**src/cp0_pkg.sv**
```systemverilog
package cp0_pkg;

	typedef logic [31:0] word_t;
	typedef logic [4:0] reg_addr_t;
	typedef logic [4:0] exc_code_t;

	// cp0 register numbers
	localparam reg_addr_t REG_BADVADDR = 5'd8;
	localparam reg_addr_t REG_COUNT    = 5'd9;
	localparam reg_addr_t REG_COMPARE  = 5'd11;
	localparam reg_addr_t REG_STATUS   = 5'd12;
	localparam reg_addr_t REG_CAUSE    = 5'd13;
	localparam reg_addr_t REG_EPC      = 5'd14;
	localparam reg_addr_t REG_PRID     = 5'd15;
	localparam reg_addr_t REG_CONFIG   = 5'd16;

	// cause.exccode values
	localparam exc_code_t EXC_INT  = 5'd0;
	localparam exc_code_t EXC_ADEL = 5'd4;
	localparam exc_code_t EXC_ADES = 5'd5;
	localparam exc_code_t EXC_SYS  = 5'd8;
	localparam exc_code_t EXC_BP   = 5'd9;
	localparam exc_code_t EXC_RI   = 5'd10;
	localparam exc_code_t EXC_OV   = 5'd12;
	localparam exc_code_t EXC_TR   = 5'd13;

	localparam word_t STATUS_RESET = 32'h0040_0000; // bev set
	localparam word_t CONFIG_VALUE = 32'h0000_8000; // big endian

	localparam int STATUS_IE  = 0;
	localparam int STATUS_EXL = 1;
	localparam int CAUSE_BD   = 31;

	typedef struct packed {
		logic      we;
		reg_addr_t addr;
		word_t     wdata;
	} cp0_acc_t;

	typedef struct packed {
		logic  valid;
		word_t pc;
		word_t data_addr;
		logic  in_delay_slot;
		logic  fetch_misalign;
		logic  reserved_inst;
		logic  overflow;
		logic  trap;
		logic  syscall;
		logic  brk;
		logic  load_misalign;
		logic  store_misalign;
		logic  eret;
	} except_req_t;

	typedef struct packed {
		logic      take;
		logic      eret;
		exc_code_t code;
		logic      bad_addr_we;
		word_t     bad_addr;
		word_t     epc_pc;
		logic      in_delay_slot;
	} except_act_t;

endpackage

```
**src/cp0_access_arbiter.sv**
```systemverilog
module cp0_access_arbiter (
	input  logic               clk,
	input  logic               reset_i,
	input  logic               pipe_req_i,
	input  cp0_pkg::cp0_acc_t  pipe_acc_i,
	output logic               pipe_ack_o,
	output cp0_pkg::word_t     pipe_rdata_o,
	input  logic               dbg_req_i,
	input  cp0_pkg::cp0_acc_t  dbg_acc_i,
	output logic               dbg_ack_o,
	output cp0_pkg::word_t     dbg_rdata_o,
	output logic               acc_valid_o,
	output cp0_pkg::cp0_acc_t  acc_o,
	input  cp0_pkg::word_t     rdata_i
);

	typedef enum logic [1:0] {
		ST_IDLE,
		ST_GRANT,
		ST_ACK
	} state_t;

	state_t state_q;
	logic dbg_owner_q; // 0 pipeline, 1 debug
	logic owner_req;
	logic pipe_ack_q;
	logic dbg_ack_q;
	cp0_pkg::word_t pipe_rdata_q;
	cp0_pkg::word_t dbg_rdata_q;

	assign owner_req = dbg_owner_q ? dbg_req_i : pipe_req_i;
	assign acc_o = dbg_owner_q ? dbg_acc_i : pipe_acc_i;
	assign acc_valid_o = (state_q == ST_GRANT); // one access per handshake

	always_ff @(posedge clk) begin
		if (reset_i) begin
			state_q <= ST_IDLE;
			dbg_owner_q <= 1'b0;
			pipe_ack_q <= 1'b0;
			dbg_ack_q <= 1'b0;
		end else begin
			case (state_q)
				ST_IDLE: begin
					if (pipe_req_i) begin // pipeline first on a tie
						dbg_owner_q <= 1'b0;
						state_q <= ST_GRANT;
					end else if (dbg_req_i) begin
						dbg_owner_q <= 1'b1;
						state_q <= ST_GRANT;
					end
				end
				ST_GRANT: begin
					pipe_ack_q <= ~dbg_owner_q;
					dbg_ack_q <= dbg_owner_q;
					state_q <= ST_ACK;
				end
				ST_ACK: begin
					// release once the owner lets go of req
					if (!owner_req) begin
						pipe_ack_q <= 1'b0;
						dbg_ack_q <= 1'b0;
						state_q <= ST_IDLE;
					end
				end
				default: state_q <= ST_IDLE;
			endcase
		end
	end

	always_ff @(posedge clk) begin
		if (acc_valid_o && !dbg_owner_q)
			pipe_rdata_q <= rdata_i;
		if (acc_valid_o && dbg_owner_q)
			dbg_rdata_q <= rdata_i;
	end

	assign pipe_ack_o = pipe_ack_q;
	assign dbg_ack_o = dbg_ack_q;
	assign pipe_rdata_o = pipe_rdata_q;
	assign dbg_rdata_o = dbg_rdata_q;

endmodule

```
**src/interrupt_ctrl.sv**
```systemverilog
module interrupt_ctrl #(
	parameter int SYNC_STAGES = 2
) (
	input  logic           clk,
	input  logic           reset_i,
	input  logic [5:0]     int_i,
	input  cp0_pkg::word_t status_i,
	input  cp0_pkg::word_t cause_i,
	output logic [5:0]     hw_int_o,
	output logic           irq_pending_o
);

	logic [5:0] sync_q [SYNC_STAGES];
	logic [7:0] ip_masked;
	logic int_enabled;

	always_ff @(posedge clk) begin
		if (reset_i) begin
			for (int i = 0; i < SYNC_STAGES; i++)
				sync_q[i] <= '0;
		end else begin
			sync_q[0] <= int_i; // lines are asynchronous
			for (int i = 1; i < SYNC_STAGES; i++)
				sync_q[i] <= sync_q[i-1];
		end
	end

	assign hw_int_o = sync_q[SYNC_STAGES-1];

	// ip[7:0] against im[7:0]
	assign ip_masked = cause_i[15:8] & status_i[15:8];

	assign int_enabled = status_i[cp0_pkg::STATUS_IE] & ~status_i[cp0_pkg::STATUS_EXL];

	assign irq_pending_o = int_enabled & (|ip_masked);

endmodule

```
**src/except_prioritizer.sv**
```systemverilog
module except_prioritizer #(
	parameter cp0_pkg::word_t EXC_VECTOR = 32'hBFC0_0380
) (
	input  cp0_pkg::except_req_t exc_i,
	input  logic                 irq_pending_i,
	input  cp0_pkg::word_t       epc_i,
	output cp0_pkg::except_act_t act_o,
	output logic                 flush_o,
	output cp0_pkg::word_t       new_pc_o
);

	cp0_pkg::except_act_t act;

	always_comb begin
		act = '0;
		act.epc_pc = exc_i.pc;
		act.in_delay_slot = exc_i.in_delay_slot;
		act.bad_addr = exc_i.data_addr;
		if (exc_i.valid) begin
			act.take = 1'b1;
			if (irq_pending_i) begin
				act.code = cp0_pkg::EXC_INT;
			end else if (exc_i.fetch_misalign) begin
				act.code = cp0_pkg::EXC_ADEL;
				act.bad_addr_we = 1'b1;
				act.bad_addr = exc_i.pc; // fetch address faulted
			end else if (exc_i.reserved_inst) begin
				act.code = cp0_pkg::EXC_RI;
			end else if (exc_i.overflow) begin
				act.code = cp0_pkg::EXC_OV;
			end else if (exc_i.trap) begin
				act.code = cp0_pkg::EXC_TR;
			end else if (exc_i.syscall) begin
				act.code = cp0_pkg::EXC_SYS;
			end else if (exc_i.brk) begin
				act.code = cp0_pkg::EXC_BP;
			end else if (exc_i.load_misalign) begin
				act.code = cp0_pkg::EXC_ADEL;
				act.bad_addr_we = 1'b1;
			end else if (exc_i.store_misalign) begin
				act.code = cp0_pkg::EXC_ADES;
				act.bad_addr_we = 1'b1;
			end else begin
				act.take = 1'b0; // eret only if nothing else fired
				act.eret = exc_i.eret;
			end
		end
	end

	assign act_o = act;
	assign flush_o = act.take | act.eret;
	assign new_pc_o = act.eret ? epc_i : EXC_VECTOR;

endmodule

```
**src/cp0_regs.sv**
```systemverilog
module cp0_regs #(
	parameter cp0_pkg::word_t PRID_VALUE = 32'h004C_0102
) (
	input  logic                 clk,
	input  logic                 reset_i,
	input  logic                 acc_valid_i,
	input  cp0_pkg::cp0_acc_t    acc_i,
	output cp0_pkg::word_t       rdata_o,
	input  logic [5:0]           hw_int_i,
	input  cp0_pkg::except_act_t act_i,
	output cp0_pkg::word_t       status_o,
	output cp0_pkg::word_t       cause_o,
	output cp0_pkg::word_t       epc_o,
	output cp0_pkg::word_t       count_o,
	output logic                 timer_int_o
);

	logic [32:0] count_q; // count is bits 32:1
	cp0_pkg::word_t compare_q;
	cp0_pkg::word_t status_q;
	cp0_pkg::word_t cause_q;
	cp0_pkg::word_t epc_q;
	cp0_pkg::word_t badvaddr_q;
	cp0_pkg::word_t cause_rd;
	logic timer_q;
	logic wr;
	logic timer_hit;

	assign wr = acc_valid_i & acc_i.we;
	assign count_o = count_q[32:1];
	assign timer_hit = (compare_q != '0) && (count_o == compare_q);

	always_ff @(posedge clk) begin
		if (reset_i) begin
			count_q <= '0;
			compare_q <= '0;
			status_q <= cp0_pkg::STATUS_RESET;
			cause_q <= '0;
			epc_q <= '0;
			timer_q <= 1'b0;
		end else begin
			count_q <= count_q + 33'd1;
			if (timer_hit)
				timer_q <= 1'b1;

			if (wr) begin
				case (acc_i.addr)
					cp0_pkg::REG_COUNT: begin
						count_q <= {acc_i.wdata, 1'b0};
					end
					cp0_pkg::REG_COMPARE: begin
						compare_q <= acc_i.wdata;
						timer_q <= 1'b0; // ack of timer irq
					end
					cp0_pkg::REG_STATUS: begin
						status_q <= acc_i.wdata;
					end
					cp0_pkg::REG_CAUSE: begin
						cause_q[9:8] <= acc_i.wdata[9:8]; // soft ints
						cause_q[23:22] <= acc_i.wdata[23:22];
					end
					cp0_pkg::REG_EPC: begin
						epc_q <= acc_i.wdata;
					end
					default: ;
				endcase
			end

			// exception recording overrides a same-cycle mtc0
			if (act_i.take) begin
				if (act_i.in_delay_slot)
					epc_q <= act_i.epc_pc - 32'd4; // point at the branch
				else
					epc_q <= act_i.epc_pc;
				cause_q[cp0_pkg::CAUSE_BD] <= act_i.in_delay_slot;
				cause_q[6:2] <= act_i.code;
				status_q[cp0_pkg::STATUS_EXL] <= 1'b1;
			end else if (act_i.eret) begin
				status_q[cp0_pkg::STATUS_EXL] <= 1'b0;
			end
		end
	end

	always_ff @(posedge clk) begin
		if (!reset_i && act_i.take && act_i.bad_addr_we)
			badvaddr_q <= act_i.bad_addr;
	end

	// ip7 shares hw line 5 with the timer
	assign cause_rd = {
		cause_q[31:16],
		hw_int_i[5] | timer_q,
		hw_int_i[4:0],
		cause_q[9:0]
	};

	always_comb begin
		case (acc_i.addr)
			cp0_pkg::REG_BADVADDR: rdata_o = badvaddr_q;
			cp0_pkg::REG_COUNT:    rdata_o = count_o;
			cp0_pkg::REG_COMPARE:  rdata_o = compare_q;
			cp0_pkg::REG_STATUS:   rdata_o = status_q;
			cp0_pkg::REG_CAUSE:    rdata_o = cause_rd;
			cp0_pkg::REG_EPC:      rdata_o = epc_q;
			cp0_pkg::REG_PRID:     rdata_o = PRID_VALUE;
			cp0_pkg::REG_CONFIG:   rdata_o = cp0_pkg::CONFIG_VALUE;
			default:               rdata_o = '0;
		endcase
	end

	assign status_o = status_q;
	assign cause_o = cause_rd;
	assign epc_o = epc_q;
	assign timer_int_o = timer_q;

endmodule

```
**src/cp0_top.sv**
```systemverilog
module cp0_top #(
	parameter cp0_pkg::word_t EXC_VECTOR  = 32'hBFC0_0380,
	parameter cp0_pkg::word_t PRID_VALUE  = 32'h004C_0102,
	parameter int             SYNC_STAGES = 2
) (
	input  logic                 clk,
	input  logic                 reset_i,
	input  logic                 pipe_req_i,
	input  cp0_pkg::cp0_acc_t    pipe_acc_i,
	output logic                 pipe_ack_o,
	output cp0_pkg::word_t       pipe_rdata_o,
	input  logic                 dbg_req_i,
	input  cp0_pkg::cp0_acc_t    dbg_acc_i,
	output logic                 dbg_ack_o,
	output cp0_pkg::word_t       dbg_rdata_o,
	input  logic [5:0]           int_i,
	input  cp0_pkg::except_req_t exc_i,
	output logic                 flush_o,
	output cp0_pkg::word_t       new_pc_o,
	output cp0_pkg::word_t       count_o,
	output logic                 timer_int_o
);

	logic acc_valid;
	cp0_pkg::cp0_acc_t acc;
	cp0_pkg::word_t rdata;
	cp0_pkg::word_t status;
	cp0_pkg::word_t cause;
	cp0_pkg::word_t epc;
	logic [5:0] hw_int;
	logic irq_pending;
	cp0_pkg::except_act_t act;

	cp0_access_arbiter u_arbiter (
		.clk          (clk),
		.reset_i      (reset_i),
		.pipe_req_i   (pipe_req_i),
		.pipe_acc_i   (pipe_acc_i),
		.pipe_ack_o   (pipe_ack_o),
		.pipe_rdata_o (pipe_rdata_o),
		.dbg_req_i    (dbg_req_i),
		.dbg_acc_i    (dbg_acc_i),
		.dbg_ack_o    (dbg_ack_o),
		.dbg_rdata_o  (dbg_rdata_o),
		.acc_valid_o  (acc_valid),
		.acc_o        (acc),
		.rdata_i      (rdata)
	);

	interrupt_ctrl #(.SYNC_STAGES(SYNC_STAGES)) u_int_ctrl (
		.clk           (clk),
		.reset_i       (reset_i),
		.int_i         (int_i),
		.status_i      (status),
		.cause_i       (cause),
		.hw_int_o      (hw_int),
		.irq_pending_o (irq_pending)
	);

	except_prioritizer #(.EXC_VECTOR(EXC_VECTOR)) u_prio (
		.exc_i         (exc_i),
		.irq_pending_i (irq_pending),
		.epc_i         (epc),
		.act_o         (act),
		.flush_o       (flush_o),
		.new_pc_o      (new_pc_o)
	);

	cp0_regs #(.PRID_VALUE(PRID_VALUE)) u_regs (
		.clk         (clk),
		.reset_i     (reset_i),
		.acc_valid_i (acc_valid),
		.acc_i       (acc),
		.rdata_o     (rdata),
		.hw_int_i    (hw_int),
		.act_i       (act),
		.status_o    (status),
		.cause_o     (cause),
		.epc_o       (epc),
		.count_o     (count_o),
		.timer_int_o (timer_int_o)
	);

endmodule

```
**config.mk**
```make
export PLATFORM = sky130hd
export DESIGN_NAME = cp0_top
export DESIGN_NICKNAME = d
export VERILOG_FILES = /design/src/cp0_pkg.sv /design/src/cp0_access_arbiter.sv /design/src/interrupt_ctrl.sv /design/src/except_prioritizer.sv /design/src/cp0_regs.sv /design/src/cp0_top.sv
export SDC_FILE = /design/constraint.sdc
export NUM_CORES = 1
export LEC_CHECK = 0
export ABC_AREA = 1
export BUFFER_PORTS_ARGS = -buffer_cell sky130_fd_sc_hd__buf_2
export CORE_AREA = 5 5 157 159
export CTS_CLUSTER_SIZE = 14
export DETAILED_ROUTE_END_ITERATION = 10
export DIE_AREA = 0 0 162 164
export PLACE_DENSITY = 0.85
export SYNTH_ARGS = -nofsm -noshare
export SYNTH_HDL_FRONTEND = slang
export SYNTH_SLANG_ARGS = --single-unit
```
**constraint.sdc**
```tcl
create_clock -name clk -period 17.1 [get_ports clk]
set_clock_uncertainty 0.2 [all_clocks]
set_input_delay 2.565 -clock clk [delete_from_list [all_inputs] [get_ports clk]]
set_output_delay 2.565 -clock clk [all_outputs]
set_load 0.005 [all_outputs]
```
* After elaboration in Yosys (flattened, before gate mapping)
Memory sizes are Yosys's and may differ from the RTL's.
Index checks and enable logic that the tools add are counted.
** Word-level totals
- Register bits after elaboration :: 241
- Bits in writable memories :: 12
- Input port bits :: 161
- Output and inout port bits :: 132
- Logic and storage cells :: 122
- Memories :: 1
** Operators by class
- Add/sub/neg operators :: 2
- Eq/ne operators :: 13
- Multiplexer cells :: 57
- Bitwise gates (word level) :: 10
- Reduce and logical (&&, ||, !) cells :: 24
** Memories
- u_int_ctrl.sync_q :: depth 2, bits a word 6, rd ports 2, clocked after memory_dff 0, write ports 2, line interrupt_ctrl.sv:13 : logic [5:0] sync_q [SYNC_STAGES];
** Operators with widths (count)
- $pmux 32 s8 :: 1
- $mux 32 :: 6
- $mux 33 :: 3
- $mux 40 :: 1
- $mux 38 :: 1
- $eq 5x4->1 const B :: 7
- $add 33x1->33 const B :: 1
- $eq 32x32->1 :: 1
- $reduce_bool 32->1 :: 1
- $sub 32x3->32 const B :: 1
- $mux 5 :: 6
- $mux 2 :: 14
- $mux 6 :: 4
- $mux 1 :: 17
- $reduce_and 2->1 :: 8
- $and 8x8->8 :: 1
- $reduce_bool 2->1 :: 4
- $reduce_or 8->1 :: 1
- $pmux 2 s3 :: 1
- $reduce_bool 3->1 :: 2
- $eq 5x5->1 const B :: 1
- $logic_and 1x1->1 :: 5
- $mux 4 :: 1
- $or 1x1->1 :: 4
- 9 further kinds :: 14

* Depth between registers and ports, before layout
- Word-level depth :: 12
- Mapped depth :: 13
- Depth with buffers taken out :: 12

* Modules after synthesis
From an unflattened synthesis, not the netlist that was laid out.
** Second synthesis, totals
- Cells, all modules :: 1946
- Area, all modules :: 14594.0 µm²
** By module, submodules not included
- cp0_regs :: instances 1, cells an instance 1405, area each 10032.1 µm²
- cp0_access_arbiter :: instances 1, cells an instance 231, area each 2726.4 µm²
- except_prioritizer :: instances 1, cells an instance 250, area each 1383.8 µm²
- interrupt_ctrl :: instances 1, cells an instance 60, area each 451.7 µm²

* Worst setup path before layout
OpenSTA, ideal clock, no wires.
- Kind :: input port to flip-flop
- Start point :: in reset_i
- End point :: reg u_regs.badvaddr_q[0], enable pin
- Data arrival time :: 8.230 ns
- Required time :: 16.306 ns
- Setup slack :: 8.076 ns
- Stages on the path :: 5
- Buffers on the path :: 2
- Path through :: clkbuf_1 inv_1 clkbuf_1 nand2_1 a2111oi_0
** On the way
- Longest elaborated chain between the ends :: 3
** RTL lines
- from (decl) :: line cp0_top.sv:7 : input logic reset_i,
- $logic_not 1->1 :: line cp0_regs.sv:85 : if (!reset_i && act_i.take && act_i.bad_addr_we)
- $logic_and 1x1->1 (2 in a row) :: line cp0_regs.sv:85
- to (signal assigned) :: line cp0_regs.sv:86 : badvaddr_q <= act_i.bad_addr;
- to (decl) :: line cp0_regs.sv:23 : cp0_pkg::word_t badvaddr_q;
No other way between the ends.
A chain may end at the register's enable or synchronous reset.

* Worst setup path in the final report
- Start point :: in exc_i[8] in the netlist's numbering
- End point :: out new_pc_o[28]
** On the way
- Longest elaborated chain between the ends :: 4
** RTL lines
- from (decl) :: line cp0_top.sv:17 : input cp0_pkg::except_req_t exc_i,
- $mux 2 :: line except_prioritizer.sv:23 : end else if (exc_i.fetch_misalign) begin
- $mux 2 :: line except_prioritizer.sv:21 : if (irq_pending_i) begin
- $mux 40 :: line except_prioritizer.sv:19 : if (exc_i.valid) begin
- $mux 32 :: line except_prioritizer.sv:52 : assign new_pc_o = act.eret ? epc_i : EXC_VECTOR;
- to (decl) :: line cp0_top.sv:19 : output cp0_pkg::word_t new_pc_o,
No other way between the ends.

==> results.sh <==
export IMPL_status="completed"
export IMPL_ir_drop_v=0.0000744
export IMPL_ys_warn_count=0
export IMPL_use_met1_pct=44.6
export IMPL_num_rows=56
export IMPL_synth_cell_type_count=44
export IMPL_coreArea_sq_mm=0.0231
export IMPL_clock_sinks=252
export IMPL_dieArea_sq_mm=0.0266
export IMPL_port_buffers=292
export IMPL_crit_family="buffers and inverters"
export IMPL_syn_to_final_growth_pct=16.2
export IMPL_final_max_slew_viol_count=0
export IMPL_required_ps=14340
export IMPL_cts_resized_gates=0
export IMPL_drt_pre_antenna_iters=6
export IMPL_vias=13913
export IMPL_setup_slack_ps=10220
export IMPL_worst_path_max_delay_cell="clkinv_1"
export IMPL_grtUsageMet3_pct=5.24
export IMPL_start_util_pct=58.5
export IMPL_dp_cells=2346
export IMPL_slowest_delay_ps=410
export IMPL_antenna_found_initial=0
export IMPL_routedWlPerCell_microns=20.6
export IMPL_cp_cell_sequence="buf_2 -> inv_2 -> nand2_1 -> nor3b_1 -> nand2_1 -> buf_4 -> clkinv_1 -> nand2_1 -> buf_2"
export IMPL_grt_pass1_vias=13315
export IMPL_crit_path_start_kind="primary input"
export IMPL_power_leakage_nw=6.77
export IMPL_power_density_mw_per_mm2=91.0
export IMPL_tns_ps=0
export IMPL_nNetsFinal=2248
export IMPL_netlist_instances=1865
export IMPL_reg2reg_depth=9
export IMPL_use_met2_pct=59.9
export IMPL_yosysSeqAreaShare_pct=44.4
export IMPL_clock_fmax_mhz=145
export IMPL_fill_cells=2007
export IMPL_dp_hpwl_microns=36700
export IMPL_synth_top_area_share_pct=23.1
export IMPL_dpl_worst_slack_ps=10250
export IMPL_pin_count=293
export IMPL_avgViaCountPerCell=5.81
export IMPL_diodes=0
export IMPL_grt_overflow_total=0
export IMPL_cp_max_fo=25
export IMPL_maxSlewHeadroom_pct=24.7
export IMPL_fin_cells=2396
export IMPL_hold_violations=0
export IMPL_drtIter0Drc=1525
export IMPL_wirelength_microns=49400
export IMPL_finalCritPeriodShare_pct=40.2
export IMPL_clk_pin_slew_ps=60
export IMPL_htree_levels=1
export IMPL_synth_area_sq_mm=0.0135
export IMPL_syn_area_per_cell_sq_um=7.25
export IMPL_cp_depth=9
export IMPL_cts_tree="built"
export IMPL_ant_nets=0
export IMPL_top_usage_layer="met2"
export IMPL_synthTopCellsByArea="dfxtp_1 23%, edfxtp_1 21%, nand2_1 13%"
export IMPL_drive_gt1_share_pct=19.7
export IMPL_critPathBufInv=5
export IMPL_synth_nets=2028
export IMPL_whs_path_depth=2
export IMPL_fp_dieH_microns=164
export IMPL_drc_errors=0
export IMPL_finalCriticalPeriod_ps=6880
export IMPL_cap_violations=0
export IMPL_cp_common_cell="nand2_1"
export IMPL_die_w_microns=162
export IMPL_arrival_ps=4110
export IMPL_cts_root_buf="clkbuf_16"
export IMPL_ys_ff_latch=252
export IMPL_post_cts_buffers=0
export IMPL_hold_path_class="flip-flop to flip-flop"
export IMPL_track_usage_pct=35.6
export IMPL_holdBufCountCts=0
export IMPL_cts_buffer_depth=3
export IMPL_max_slew_worst_pin_slew_ps=1120
export IMPL_grt_max_degree=88
export IMPL_worstSkewPairLatency_ps=560
export IMPL_cp_end_kind="primary output"
export IMPL_grt_pass1_wl_microns=73500
export IMPL_gp_congestion=0.963
export IMPL_cts_made_buffers=27
export IMPL_path_class="primary input to primary output"
export IMPL_setup_violations_final=0
export IMPL_synth_area_leader_cell="dfxtp_1"
export IMPL_grt_setup_unrepaired="false"
[stage by stage]
stage               hold slack [ps]  instance area (sq um)  utilization (%)  total power (W)
floorplan                       188                  13500                -         0.000763
global placement                194                  14800             64.1         0.000837
detailed placement              198                  14800             64.1         0.000841
CTS                             199                  15700             68.0          0.00143
global route                    207                  15700             68.0          0.00147
finish                          194                  15700             68.0          0.00143
[area by class of cell]
class                           instances  area [sq um]  share of cell area [%]
Multi-Input combinational cell       1288          6110                    38.8
Sequential cell                       252          6010                    38.2
Timing Repair Buffer                  303          1540                    9.82
Inverter                              213           801                    5.09
Clock buffer                           36           761                    4.84
Tap cell                              290           363                    2.31
Clock inverter                         14           139                   0.883
[layout by cell type (no fill, tap or decap), types with 6 or more instances in the layout]
master / instances
nor2_1: 164
o22ai_1: 8
inv_2: 12
or2_2: 29
clkinv_2: 6
buf_2: 292
edfxtp_1: 96
nand2_1: 482
nor3_1: 23
o21ai_0: 133
nor4_1: 8
o21ai_1: 76
buf_4: 11
inv_1: 199
nand3_1: 94
a21oi_1: 133
xor2_1: 36
nand2_2: 10
clkbuf_16: 28
a31oi_1: 16
dfxtp_1: 155
nand4_1: 28
xnor2_1: 16
[routing by layer]
metal | share of wire (%) | wire length, microns | vias up
met4 | 6.3 | 3110 | 0
li1 | - | - | 6503
met5 | 0 | 0 | -
met1 | 37 | 18300 | 6282
met3 | 9.9 | 4880 | 186
met2 | 47 | 23100 | 942
[sequential cells by signal, indices dropped and copies added, names as in the netlist]
| name | flops |
|---|---|
| u_regs.cause_q | 9 |
| u_regs.badvaddr_q | 32 |
| u_arbiter.pipe_ack_o | 1 |
| u_regs.timer_int_o | 1 |
| u_arbiter.state_q | 2 |
| u_regs.compare_q | 32 |
| u_regs.epc_o | 32 |
| u_arbiter.dbg_rdata_o | 32 |
| u_regs.status_o | 32 |
| u_arbiter.dbg_ack_o | 1 |
| u_int_ctrl.sync_q | 12 |
| u_regs.count_q | 33 |
| u_arbiter.dbg_owner_q | 1 |
| u_arbiter.pipe_rdata_o | 32 |
[where the power goes]
| part | total, W | switching, W | internal [W] |
|---|---|---|---|
| sequential | 0.000659 | 0.0000119 | 0.000647 |
| combinational | 0.000173 | 0.000121 | 0.0000520 |
| clock | 0.000598 | 0.000253 | 0.000345 |
[Yosys cell counts, drive strengths merged]
cell type,instances
nand3b,3
nor3b,2
nor3,23
o21bai,2
ha,2
a211oi,1
a2111oi,1
buf,69
nand3,96
nor2,172
inv,211
or2,29
a21oi,133
nor4,8
o2111ai,1
dfxtp,156
clkbuf,43
o211ai,4
clkinv,2
a32oi,1
nand4,28
a31oi,16
xnor2,16
o21ai,211
xor2,36
and2b,1
edfxtp,96
nand2,493
o311ai,1
o22ai,8
[logic make-up (layout without fill, tap and decap cells)]
kind of cell | Yosys count | count (layout) | share of synthesized area [%]
XOR/XNOR | 52 | 52 | 3.37
AO/OA/AOI/OAI | 379 | 379 | 14.5
adder cells (fa/ha/maj) | 2 | 2 | 0.185
flip-flops | 252 | 252 | 44.4
AND/OR/NAND/NOR | 855 | 855 | 26.9
buffers and inverters | 325 | 566 | 10.6
[path summary, 6_finish.rpt]
path         slack [ps]                 endpoint               startpoint
min                 190  u_int_ctrl.sync_q[0][7]  u_int_ctrl.sync_q[0][1]
max reg2reg       13060      u_regs.status_o[31]    u_arbiter.dbg_owner_q
min reg2reg         190  u_int_ctrl.sync_q[0][7]  u_int_ctrl.sync_q[0][1]
max               10220             new_pc_o[28]                 exc_i[8]
[worst register-to-register path: stages (launching register included)]
cell	delay, ps
dfxtp_2	450
buf_4	470
nor2_4	70
buf_4	310
nand2_1	150
nand2_2	400
nand2_2	630
clkinv_2	730
o21ai_1	390
a21oi_1	70
Note: power is estimated with default switching activity, not from simulation.
